**src/ahb_pkg.sv**
```systemverilog
`default_nettype none

package ahb_pkg;

    // Transfer type driven on HTRANS
    typedef enum logic [1:0] {
        IDLE   = 2'b00,                       // No transfer
        BUSY   = 2'b01,                       // Burst pause
        NONSEQ = 2'b10,                       // Single or first beat
        SEQ    = 2'b11                        // Later burst beat
    } htrans_t;

    // HSIZE encoding for a 32-bit beat
    localparam logic [2:0] HSIZE_WORD = 3'b010;

    // Single transfer, no burst
    localparam logic [2:0] HBURST_SINGLE = 3'b000;

    // Data access in privileged mode
    // Not bufferable and not cacheable
    localparam logic [3:0] HPROT_DATA_PRIV = 4'b0011;

endpackage : ahb_pkg

`default_nettype wire

```
**src/rv_pkg.sv**
```systemverilog
`default_nettype none

package rv_pkg;

    // Major opcodes of the supported subset
    typedef enum logic [6:0] {
        OP_LUI = 7'b0110111,                  // Load upper immediate
        OP_IMM = 7'b0010011,                  // Register-immediate ALU
        OP_REG = 7'b0110011                   // Register-register ALU
    } opcode_t;

    typedef logic [4:0] reg_idx_t;            // x0 to x31

    // funct3 selects the ALU operation
    localparam logic [2:0] FUNCT3_ADD = 3'b000;
    localparam logic [2:0] FUNCT3_XOR = 3'b100;
    localparam logic [2:0] FUNCT3_OR  = 3'b110;
    localparam logic [2:0] FUNCT3_AND = 3'b111;

    // funct7 of R-type ops
    localparam logic [6:0] FUNCT7_BASE = 7'b0000000;
    localparam logic [6:0] FUNCT7_SUB  = 7'b0100000;

    // R-type field layout, also valid for the I-type rd/rs1/funct3 bits
    typedef struct packed {
        logic [6:0] funct7;                   // Top of I-type immediate too
        reg_idx_t   rs2;
        reg_idx_t   rs1;
        logic [2:0] funct3;
        reg_idx_t   rd;
        opcode_t    opcode;
    } instr_r_t;

    // One prefetched word with its address
    typedef struct packed {
        logic [31:0] pc;
        logic [31:0] instr;
    } fetch_entry_t;

    // Retire report, one per executed word
    typedef struct packed {
        logic        valid;                   // Retirement this cycle
        logic        illegal;                 // Unsupported encoding
        logic [31:0] pc;
        reg_idx_t    rd;                      // Zero for illegal words
        logic [31:0] value;                   // Zero for illegal words
    } retire_t;

endpackage : rv_pkg

`default_nettype wire

```
**src/ahb_fetch_master.sv**
```systemverilog
`default_nettype none

module ahb_fetch_master #(
    parameter logic [31:0] RESET_PC = 32'h0000_0000
) (
    input  wire                  clk,
    input  wire                  reset_n,
    input  wire  [31:0]          i_hrdata,           // Read data bus
    input  wire                  i_hready,           // Data phase done
    input  wire                  i_fifo_almost_full, // At most one slot left
    output logic [31:0]          o_haddr,
    output ahb_pkg::htrans_t     o_htrans,
    output logic [2:0]           o_hsize,
    output logic [2:0]           o_hburst,
    output logic [3:0]           o_hprot,
    output logic                 o_hwrite,
    output logic                 o_hmastlock,
    output logic                 o_push,             // Word returned this cycle
    output rv_pkg::fetch_entry_t o_push_entry
);

    typedef enum logic {
        ADDR,                                        // Waiting for FIFO room
        DATA                                         // Transfer outstanding
    } state_t;

    state_t      state;
    logic [31:0] fetch_pc;                           // Address of word in flight
    logic [31:0] next_pc;
    logic        data_phase;

    assign next_pc = fetch_pc + 32'd4;

    // Address phase is the DATA cycle still showing NONSEQ
    assign data_phase = (state == DATA) && (o_htrans == ahb_pkg::IDLE);
    assign o_push     = data_phase && i_hready;      // Capture on HREADY high

    assign o_push_entry.pc    = fetch_pc;
    assign o_push_entry.instr = i_hrdata;

    assign o_haddr     = fetch_pc;                   // Only sampled with NONSEQ
    assign o_hsize     = ahb_pkg::HSIZE_WORD;
    assign o_hburst    = ahb_pkg::HBURST_SINGLE;
    assign o_hprot     = ahb_pkg::HPROT_DATA_PRIV;
    assign o_hwrite    = 1'b0;                       // Read only
    assign o_hmastlock = 1'b0;

    always_ff @(posedge clk or negedge reset_n) begin
        if (!reset_n) begin
            state    <= ADDR;
            o_htrans <= ahb_pkg::IDLE;
            fetch_pc <= RESET_PC;
        end else begin
            o_htrans <= ahb_pkg::IDLE;               // NONSEQ lasts one cycle
            case (state)
                ADDR: begin
                    if (!i_fifo_almost_full) begin
                        o_htrans <= ahb_pkg::NONSEQ; // Issue at fetch_pc
                        state    <= DATA;
                    end
                end
                DATA: begin
                    if (o_push) begin
                        fetch_pc <= next_pc;
                        // Count excludes this push, so room stays for the next word
                        if (!i_fifo_almost_full) begin
                            o_htrans <= ahb_pkg::NONSEQ; // Back-to-back issue
                        end else begin
                            state <= ADDR;           // Wait for drain
                        end
                    end
                end
            endcase
        end
    end

    // Only single transfers on this bus
    a_htrans_legal : assert property (@(posedge clk) disable iff (!reset_n)
        o_htrans inside {ahb_pkg::IDLE, ahb_pkg::NONSEQ})
        else $error("HTRANS BUSY or SEQ driven");

    // Every word pushed was issued while the FIFO had a spare slot
    a_issue_room : assert property (@(posedge clk) disable iff (!reset_n)
        (o_htrans == ahb_pkg::NONSEQ) |-> !$past(i_fifo_almost_full))
        else $error("Fetch issued with FIFO almost full");

endmodule : ahb_fetch_master

`default_nettype wire

```
**src/fetch_fifo.sv**
```systemverilog
`default_nettype none

module fetch_fifo #(
    parameter int FIFO_DEPTH = 4                     // Power of two
) (
    input  wire                       clk,
    input  wire                       reset_n,
    input  wire                       i_push,
    input  wire rv_pkg::fetch_entry_t i_push_entry,
    input  wire                       i_pop,
    output rv_pkg::fetch_entry_t      o_head,        // Oldest entry
    output logic                      o_empty,
    output logic                      o_almost_full  // Count >= depth - 1
);

    localparam int PTR_W = $clog2(FIFO_DEPTH);
    localparam int CNT_W = PTR_W + 1;                // Holds 0 to depth

    rv_pkg::fetch_entry_t mem [FIFO_DEPTH];          // Payload storage

    logic [PTR_W-1:0] wr_ptr;
    logic [PTR_W-1:0] rd_ptr;
    logic [CNT_W-1:0] count;
    logic             full;

    assign o_head        = mem[rd_ptr];
    assign o_empty       = (count == '0);
    assign full          = (count == CNT_W'(FIFO_DEPTH));
    assign o_almost_full = (count >= CNT_W'(FIFO_DEPTH - 1));

    always_ff @(posedge clk) begin
        if (i_push) begin
            mem[wr_ptr] <= i_push_entry;
        end
    end

    always_ff @(posedge clk or negedge reset_n) begin
        if (!reset_n) begin
            wr_ptr <= '0;
            rd_ptr <= '0;
            count  <= '0;
        end else begin
            if (i_push) begin
                wr_ptr <= wr_ptr + PTR_W'(1);        // Wraps at depth
            end
            if (i_pop) begin
                rd_ptr <= rd_ptr + PTR_W'(1);
            end
            case ({i_push, i_pop})
                2'b10:   count <= count + CNT_W'(1);
                2'b01:   count <= count - CNT_W'(1);
                default: count <= count;             // Idle or both at once
            endcase
        end
    end

    a_no_overflow : assert property (@(posedge clk) disable iff (!reset_n)
        !(i_push && full))
        else $error("Push into full FIFO");

    a_no_underflow : assert property (@(posedge clk) disable iff (!reset_n)
        !(i_pop && o_empty))
        else $error("Pop from empty FIFO");

endmodule : fetch_fifo

`default_nettype wire

```
**src/rv_exec_unit.sv**
```systemverilog
`default_nettype none

module rv_exec_unit (
    input  wire                       clk,
    input  wire                       reset_n,
    input  wire rv_pkg::fetch_entry_t i_head,        // FIFO head entry
    input  wire                       i_empty,
    input  wire                       i_debug_stall, // Holds execution
    output logic                      o_pop,
    output rv_pkg::retire_t           o_retire
);

    logic [31:0]      regs [32];                     // x0 slot never read
    rv_pkg::instr_r_t ir;
    logic [31:0]      imm_i;
    logic [31:0]      imm_u;
    logic [31:0]      rs1_val;
    logic [31:0]      rs2_val;
    logic [31:0]      result;
    logic             legal;
    logic             rd_write;

    assign o_pop = !i_empty && !i_debug_stall;       // One entry per cycle

    assign ir    = i_head.instr;
    assign imm_i = {{20{i_head.instr[31]}}, i_head.instr[31:20]}; // Sign-extended
    assign imm_u = {i_head.instr[31:12], 12'b0};

    // x0 reads as zero
    assign rs1_val = (ir.rs1 == '0) ? 32'd0 : regs[ir.rs1];
    assign rs2_val = (ir.rs2 == '0) ? 32'd0 : regs[ir.rs2];

    always_comb begin
        result = 32'd0;
        legal  = 1'b0;
        case (ir.opcode)
            rv_pkg::OP_LUI: begin
                legal  = 1'b1;
                result = imm_u;
            end
            rv_pkg::OP_IMM: begin
                legal = 1'b1;
                case (ir.funct3)
                    rv_pkg::FUNCT3_ADD: result = rs1_val + imm_i;
                    rv_pkg::FUNCT3_XOR: result = rs1_val ^ imm_i;
                    rv_pkg::FUNCT3_OR:  result = rs1_val | imm_i;
                    rv_pkg::FUNCT3_AND: result = rs1_val & imm_i;
                    default:            legal  = 1'b0; // SLTI and shifts
                endcase
            end
            rv_pkg::OP_REG: begin
                if (ir.funct7 == rv_pkg::FUNCT7_BASE) begin
                    legal = 1'b1;
                    case (ir.funct3)
                        rv_pkg::FUNCT3_ADD: result = rs1_val + rs2_val;
                        rv_pkg::FUNCT3_XOR: result = rs1_val ^ rs2_val;
                        rv_pkg::FUNCT3_OR:  result = rs1_val | rs2_val;
                        rv_pkg::FUNCT3_AND: result = rs1_val & rs2_val;
                        default:            legal  = 1'b0; // Shifts and compares
                    endcase
                end else if (ir.funct7 == rv_pkg::FUNCT7_SUB &&
                             ir.funct3 == rv_pkg::FUNCT3_ADD) begin
                    legal  = 1'b1;
                    result = rs1_val - rs2_val;
                end
            end
            default: legal = 1'b0;                   // Outside the subset
        endcase
    end

    assign rd_write = o_pop && legal && (ir.rd != '0);

    always_ff @(posedge clk) begin
        if (rd_write) begin
            regs[ir.rd] <= result;
        end
    end

    // Retire report one cycle after the pop
    always_ff @(posedge clk or negedge reset_n) begin
        if (!reset_n) begin
            o_retire <= '0;
        end else begin
            o_retire.valid   <= o_pop;
            o_retire.illegal <= o_pop && !legal;
            o_retire.pc      <= i_head.pc;
            o_retire.rd      <= legal ? ir.rd : '0;
            o_retire.value   <= legal ? result : 32'd0; // x0 target still reports value
        end
    end

    a_retire_after_pop : assert property (@(posedge clk) disable iff (!reset_n)
        o_retire.valid |-> $past(o_pop))
        else $error("Retire without a pop");

endmodule : rv_exec_unit

`default_nettype wire

```
**src/rv_fetch_exec_top.sv**
```systemverilog
`default_nettype none

module rv_fetch_exec_top #(
    parameter logic [31:0] RESET_PC   = 32'h0000_0000,
    parameter int          FIFO_DEPTH = 4
) (
    input  wire              clk,
    input  wire              reset_n,
    input  wire              i_debug_stall,
    input  wire  [31:0]      i_hrdata,
    input  wire              i_hready,
    output logic [31:0]      o_haddr,
    output ahb_pkg::htrans_t o_htrans,
    output logic [2:0]       o_hsize,
    output logic [2:0]       o_hburst,
    output logic [3:0]       o_hprot,
    output logic             o_hwrite,
    output logic             o_hmastlock,
    output rv_pkg::retire_t  o_retire
);

    logic                 push;                      // Fetch to FIFO
    rv_pkg::fetch_entry_t push_entry;
    logic                 almost_full;               // FIFO to fetch
    logic                 empty;                     // FIFO to execute
    rv_pkg::fetch_entry_t head;
    logic                 pop;                       // Execute to FIFO

    ahb_fetch_master #(
        .RESET_PC (RESET_PC)
    ) u_ahb_fetch_master (
        .clk                (clk),
        .reset_n            (reset_n),
        .i_hrdata           (i_hrdata),
        .i_hready           (i_hready),
        .i_fifo_almost_full (almost_full),
        .o_haddr            (o_haddr),
        .o_htrans           (o_htrans),
        .o_hsize            (o_hsize),
        .o_hburst           (o_hburst),
        .o_hprot            (o_hprot),
        .o_hwrite           (o_hwrite),
        .o_hmastlock        (o_hmastlock),
        .o_push             (push),
        .o_push_entry       (push_entry)
    );

    fetch_fifo #(
        .FIFO_DEPTH (FIFO_DEPTH)
    ) u_fetch_fifo (
        .clk           (clk),
        .reset_n       (reset_n),
        .i_push        (push),
        .i_push_entry  (push_entry),
        .i_pop         (pop),
        .o_head        (head),
        .o_empty       (empty),
        .o_almost_full (almost_full)
    );

    rv_exec_unit u_rv_exec_unit (
        .clk           (clk),
        .reset_n       (reset_n),
        .i_head        (head),
        .i_empty       (empty),
        .i_debug_stall (i_debug_stall),
        .o_pop         (pop),
        .o_retire      (o_retire)
    );

endmodule : rv_fetch_exec_top

`default_nettype wire

```
**config.mk**
```make
export PLATFORM = sky130hd
export DESIGN_NAME = rv_fetch_exec_top
export DESIGN_NICKNAME = d
export VERILOG_FILES = /design/src/ahb_pkg.sv /design/src/rv_pkg.sv /design/src/ahb_fetch_master.sv /design/src/fetch_fifo.sv /design/src/rv_exec_unit.sv /design/src/rv_fetch_exec_top.sv
export SDC_FILE = /design/constraint.sdc
export NUM_CORES = 2
export LEC_CHECK = 0
export BUFFER_PORTS_ARGS = -buffer_cell sky130_fd_sc_hd__buf_2
export CELL_PAD_IN_SITES_DETAIL_PLACEMENT = 0
export CELL_PAD_IN_SITES_GLOBAL_PLACEMENT = 1
export CORE_ASPECT_RATIO = 0.9
export CORE_MARGIN = 5
export CORE_UTILIZATION = 29
export CTS_BUF_LIST = sky130_fd_sc_hd__clkbuf_16
export CTS_CLUSTER_DIAMETER = 150
export DETAILED_ROUTE_END_ITERATION = 16
export GPL_TIMING_DRIVEN = 0
export PLACE_DENSITY = 0.54
export SYNTH_ARGS = -nofsm -noshare
export SYNTH_HDL_FRONTEND = slang
export SYNTH_HIERARCHICAL = 1
export SYNTH_SLANG_ARGS = --single-unit
```
**constraint.sdc**
```tcl
create_clock -name clk -period 7.5 [get_ports clk]
set_input_delay 0.375 -clock clk [delete_from_list [all_inputs] [get_ports clk]]
set_output_delay 0.375 -clock clk [all_outputs]
set_load 0.01 [all_outputs]
```
## Yosys cells after proc, flatten, opt, wreduce, memory -nomap -nowiden

Memories as Yosys holds them, arrays and structs flattened.
Index checks and enable logic that the tools add are counted.

| storage, ports and cells | value |
|---|---|
| flip-flop bits (word level) | 113 |
| RAM bits | 1280 |
| input port bits | 36 |
| output and inout port bits | 117 |
| logic and storage cells | 82 |
| memories kept | 2 |

| cells by class | value |
|---|---|
| $add $sub $neg | 8 |
| $lt $le $gt $ge | 1 |
| equal/unequal tests | 9 |
| mux-type cells | 24 |
| bitwise operators | 7 |
| reductions and logical operators | 20 |

Memory list:

| name | words | width | read ports | clocked after Yosys merged registers in | wr ports | RTL line | source |
|---|---|---|---|---|---|---|---|
| u_rv_exec_unit.regs | 32 | 32 | 2 | 0 | 1 | rv_exec_unit.sv:13 | `logic [31:0] regs [32];` |
| u_fetch_fifo.mem | 4 | 64 | 1 | 0 | 1 | fetch_fifo.sv:19 | `rv_pkg::fetch_entry_t mem [FIFO_DEPTH];` |

Operators with widths:

| operator | number |
|---|---|
| 32-bit case mux with 4 select lines | 2 |
| 32-bit 2-to-1 mux | 5 |
| 32-bit case mux with 3 select lines | 1 |
| 32-bit adder | 2 |
| 32-bit AND | 2 |
| 32-bit bitwise OR | 2 |
| 32-bit XOR | 2 |
| 32-bit by 3-bit adder with 32-bit output, second input constant | 1 |
| 32-bit subtractor | 1 |
| 7-bit by 6-bit equality test with 1-bit output, second input constant | 3 |
| 5-bit zero test | 2 |
| 3-bit equality test, second input constant | 3 |
| 1-bit 2-to-1 mux | 9 |
| 7-bit by 5-bit equality test with 1-bit output, second input constant | 1 |
| 1-bit logical AND | 7 |
| 7-bit zero test | 1 |
| 3-bit zero test | 2 |
| 3-bit case mux with 2 select lines | 1 |
| 5-bit 2-to-1 mux | 1 |
| 5-bit nonzero test | 1 |
| 2-bit by 1-bit adder with 2-bit output, second input constant | 2 |
| 2-bit 2-to-1 mux | 2 |
| 2-bit case mux with 2 select lines | 1 |
| 4-bit OR reduction | 1 |
| 12 further kinds | 14 |

## Logic depth before layout (Yosys ltp)

An unclocked memory read counts as a cell.

| logic depth | value |
|---|---|
| depth in word-level cells | 10 |
| mapped depth | 32 |
| mapped depth without buffers | 22 |

## Modules after synthesis

The synthesis kept the hierarchy.

Modules (own cells, without submodules):

| module | instances | cells an instance | area an instance (µm²) | seq. area each (µm²) |
|---|---|---|---|---|
| rv_exec_unit | 1 | 3980 | 58589.9 | 32526.2 |
| fetch_fifo | 1 | 371 | 9629.2 | 7862.5 |
| ahb_fetch_master | 1 | 203 | 2048.2 | 800.8 |

## Worst setup path before layout

Ideal clock, no wire load.

| timing path | value |
|---|---|
| kind | register to register |
| from | register u_fetch_fifo.rd_ptr[1] |
| to | memory u_rv_exec_unit.regs[0][30] (data pin) |
| setup time | 0.454 ns |
| data arrival time | 7.196 ns |
| required time | 7.046 ns |
| slack | -0.150 ns |
| cell stages (with the launch flop) | 30 |
| path buffers | 10 |
| period minus slack after synthesis | 7.650 ns |
| cell sequence | dfrtp_1 > buf_2 > buf_2 > mux4_2 > buf_6 > buf_12 > buf_12 > buf_12 > buf_6 > buf_6 > clkbuf_1 > buf_1 > mux4_2 > mux4_2 > nor2_1 > nor3_1 > inv_1 > ha_1 > inv_1 > ha_1 > a21oi_1 > o2111ai_1 > nand3_1 > o211ai_2 > o211ai_2 > o311ai_2 > a21boi_1 > o21ai_1 > mux2i_1 > o21ai_0 |

RTL lines:

| item | RTL line | source |
|---|---|---|
| from (decl) | fetch_fifo.sv:22 | `logic [PTR_W-1:0] rd_ptr;` |
| from (signal assigned) | fetch_fifo.sv:47 | `rd_ptr <= rd_ptr + PTR_W'(1);` |
| to (decl) | rv_exec_unit.sv:13 |  |

==> reports/qor.log <==
qor: outcome.run_status finished, violations left
qor: outcome.failing_checks capacitance limit, slew limit
qor: layout.nets 5200
qor: cts.clock-sinks 1390
qor: layout.fin_util 35.1%
qor: cts.path_clk_slew 60 ps
qor: flow_run.max_cap_violations 1
qor: synth.gate_count_of_the_mapped_netlist 4554
qor: placed_design.placedCellCount 8015
qor: timing.hold-worst-slack 78.7 ps
qor: routing.route.detailed.vias_per_inst 5.88
qor: routing.postRouteWirelength 309000 µm
qor: routing.first_pass_iters 8
qor: synth.post-synth-top-count-cell sky130_fd_sc_hd__edfxtp_1
qor: synth.synth_largest_area_cell sky130_fd_sc_hd__edfxtp_1
qor: routing.via_count 49300
qor: global_route.grt_antenna_before_repair 26
qor: placed_design.final_weighted_congestion_in_routability_driven_placement 0.944
qor: cts.clock_tree_from_tritoncts done
qor: pwr.p_leak 31.0 nW
qor: routing.met3_length 31300 µm
qor: global_route.grt.overflow.total 0
qor: cts.cts_root_buf sky130_fd_sc_hd__clkbuf_16
qor: synth.synth.yosys.warnings 6
qor: routing.wire_per_inst 36.8 µm
qor: routing.top_signal_layer_used met5
qor: timing.timing_hold_violations_final 0
qor: synth.post_synthesis_async_set_or_reset_flop_share 7.91%
qor: synth.synth-edff-count 1280
qor: pwr.power.share.clock 17.8%
qor: synth.proportion_of_netlist_area_held_by_the_largest_area_contributor 54.7%
qor: global_route.grt_start_max_net_pins 83
qor: synth.post_synthesis_register_bit_count 1390
qor: timing.timing.slew.headroom -2.63%
qor: setup_path.required 8040 ps
qor: setup_path.path_max_fanout 28
qor: floorplan.initial_utilization 29.1%
qor: pwr.power.density_cell_area 509 nW/µm²
qor: timing.setup_slack 46.2 ps
qor: floorplan.core_region_area 241000 µm²
qor: routing.drt_first_iter_violations 7006
qor: cts.cts.htree.levels 4
qor: pwr.report.power.total 0.0430 W
qor: pwr.p_switching 0.0210 W
qor: layout.final_layout_size_suffix_gt1_share 29.3%
qor: timing.maxClockFrequency 134 MHz
qor: setup_path.start_kind register
qor: routing.drc_errors 0
qor: timing.setup_viol_count_final 0
qor: timing.clock-skew-final 37.7 ps
qor: layout.syn2layout_area_growth 20.4%
qor: synth.syn_avg_cell_area 15.4 µm²
qor: routing.final_antenna_net_count 0
qor: setup_path.crit_type register to register
qor: placed_design.io_buffers 105
qor: pwr.ir_drop 0.000244 V
qor: pwr.p_int 0.0220 W
qor: synth.synthesis.area 70300 µm²
qor: cts.cts-buffers-inserted 159
qor: layout.non_filler_cells_in_the_finished_layout 8394
qor: layout.fillcell_total 23100
qor: placed_design.post-place-ws -4040 ps
qor: routing.route.layer.met1.wl 130000 µm
qor: global_route.vias_in_the_first_global_route 47400
qor: cts.cts_buffer_depth 3
qor: global_route.grt_first_pass_wirelength 415000 µm
qor: setup_path.crit_slowest_cell sky130_fd_sc_hd__mux4_2
qor: floorplan.die_height 477 µm
qor: cts.clkLatencyLatePin 820 ps
qor: synth.synth-seq-area-share 58.6%
qor: floorplan.die_width 529 µm
qor: pwr.power.share.sequential 20.9%
qor: setup_path.cp_data_arrival_time 8000 ps
qor: timing.timing.final.crit_period 7450 ps
qor: global_route.grt_use_total 23.9%
qor: worst_hold_path.timing.hold.worst.class input pin to register
qor: routing.met2_length 134000 µm
qor: floorplan.placementRows 171
qor: placed_design.hpwl 220000 µm
qor: setup_path.cp-end-kind register
qor: synth.yosys_most_used_dff sky130_fd_sc_hd__edfxtp_1
qor: pwr.share_of_total_power_consumed_by_net_switching 48.7%
qor: timing.timing.final.max_slew_violations 6
qor: synth.synth_cell_type_count 128
qor: pwr.share_comb_of_total_power 61.3%
qor: floorplan.ioPinCount 153
qor: timing.timing.final.crit_share 99.4%
qor: synth.yosys-top-cells-count sky130_fd_sc_hd__edfxtp_1, sky130_fd_sc_hd__mux4_2, sky130_fd_sc_hd__mux2i_1
qor: setup_path.timing.critical_path.slowest_cell_delay 510 ps
qor: timing.worstMarginPinSlew 1530 ps
qor: synth.synthTopCellsByArea sky130_fd_sc_hd__edfxtp_1, sky130_fd_sc_hd__mux4_2, sky130_fd_sc_hd__dfrtp_1
qor: floorplan.die-area 252000 µm²
## state kept, by name (all words and copies together) (netlist names)
register,flops
u_rv_exec_unit/regs,1024
u_fetch_fifo/mem,256
u_rv_exec_unit/o_retire,71
u_ahb_fetch_master/o_haddr,30
u_fetch_fifo/count,3
u_fetch_fifo/rd_ptr,2
u_fetch_fifo/wr_ptr,2
u_ahb_fetch_master/o_htrans,1
u_ahb_fetch_master/state,1
## layer usage
metal / up-vias / track usage (%)
met5: - / 0
met4: 12 / 8.89
met3: 570 / 5.52
met2: 2976 / 35.6
met1: 26300 / 33.9
li1: 19500 / -
## worst paths after layout
path,from,endpoint,slack [ps],cells after the start
setup / recovery,u_fetch_fifo/rd_ptr[0],u_rv_exec_unit/regs[21][30],50,29
hold / removal,i_hready,u_ahb_fetch_master/o_haddr[5],80,4
setup reg to reg,u_fetch_fifo/rd_ptr[0],u_rv_exec_unit/regs[21][30],50,29
hold reg to reg,u_fetch_fifo/count[2],u_fetch_fifo/count[2],500,1
max in group asynchronous,reset_n,u_rv_exec_unit/o_retire[19],5720,4
min in group asynchronous,reset_n,u_rv_exec_unit/o_retire[64],560,3
## layout by cell type (no fill, tap or decap), drive strengths merged, types with 32 or more instances in the layout
cell            n
nand3          56
mux4          458
a22o           32
mux2           47
buf           520
dlygate4sd3    36
nand4          34
a21oi         151
inv           167
ha            104
dfrtp         110
nand2         237
a22oi          67
nor2          231
nor3           57
o21ai         146
o22ai         114
clkinv         67
and2           42
conb           49
edfxtp       1280
mux2i         259
xnor2          74
a31oi          36
clkbuf        274
o221ai         44
## repair_timing
action | in CTS | in global routing
buffers inserted | 27 | 30
endpoints found under the hold margin | 240 | 0
hold buffers | 36 | 0
cloned | 3 | 0
resized for setup | 286 | 76
pin swaps | 25 | 25
setup endpoints to repair | 1056 | 656
## power by group through the flow
| stage | combinational, W | sequential (W) | clock, W |
|---|---|---|---|
| 4_1_cts | 0.0253 | 0.00901 | 0.00780 |
| 6_report | 0.0264 | 0.00899 | 0.00765 |
| 2_1_floorplan | 0.0145 | 0.00918 | 0 |
| 3_5_place_dp | 0.0241 | 0.00917 | 0 |
| 3_3_place_gp | 0.0239 | 0.00920 | 0 |
| 5_1_grt | 0.0273 | 0.00902 | 0.00815 |
## cell families (layout without fill, tap and decap cells)
family                     after synthesis  in the layout  synth area share, %
muxes                                  764            764                 19.2
buffers and inverters                  494           1081                 4.17
adders and majority gates              105            105                 1.88
DFF                                   1390           1390                 58.6
xor gates and xnor gates                99             99                 1.23
other                                    3             53               0.0160
and+or+nand+nor                        832            832                 6.02
AOI/OAI and AO/OA                      867            870                 8.83
## layout make-up
class                           instances  area (µm²)  area share [%]
Multi-Input combinational cell       2719       27400            32.4
Antenna cell                            4        10.0          0.0118
Clock inverter                        127         997            1.18
Clock buffer                          165        4130            4.88
Sequential cell                      1390       41200            48.7
Buffer                                358        2990            3.53
Tap cell                             3200        4000            4.73
Inverter                              123         470           0.556
Timing Repair Buffer                  308        3390            4.01
## critical path, delay by kind of cell, from the launching register on
| family | cells | cell delay (ps) |
|---|---|---|
| buffers and inverters | 10 | 2090 |
| adder cells (fa/ha/maj) | 2 | 410 |
| AO/OA/AOI/OAI | 9 | 2040 |
| multiplexers | 3 | 1290 |
| flip-flops | 1 | 440 |
| AND/OR/NAND/NOR | 5 | 720 |
## through the flow
step	cell area, µm²	setup TNS, ps
2_1_floorplan	70500	0
3_3_place_gp	75000	-8551820
3_5_place_dp	77400	-3372930
4_1_cts	84100	0
5_1_grt	84600	-1540
6_report	84600	0
(Power assumes the default switching activity.)
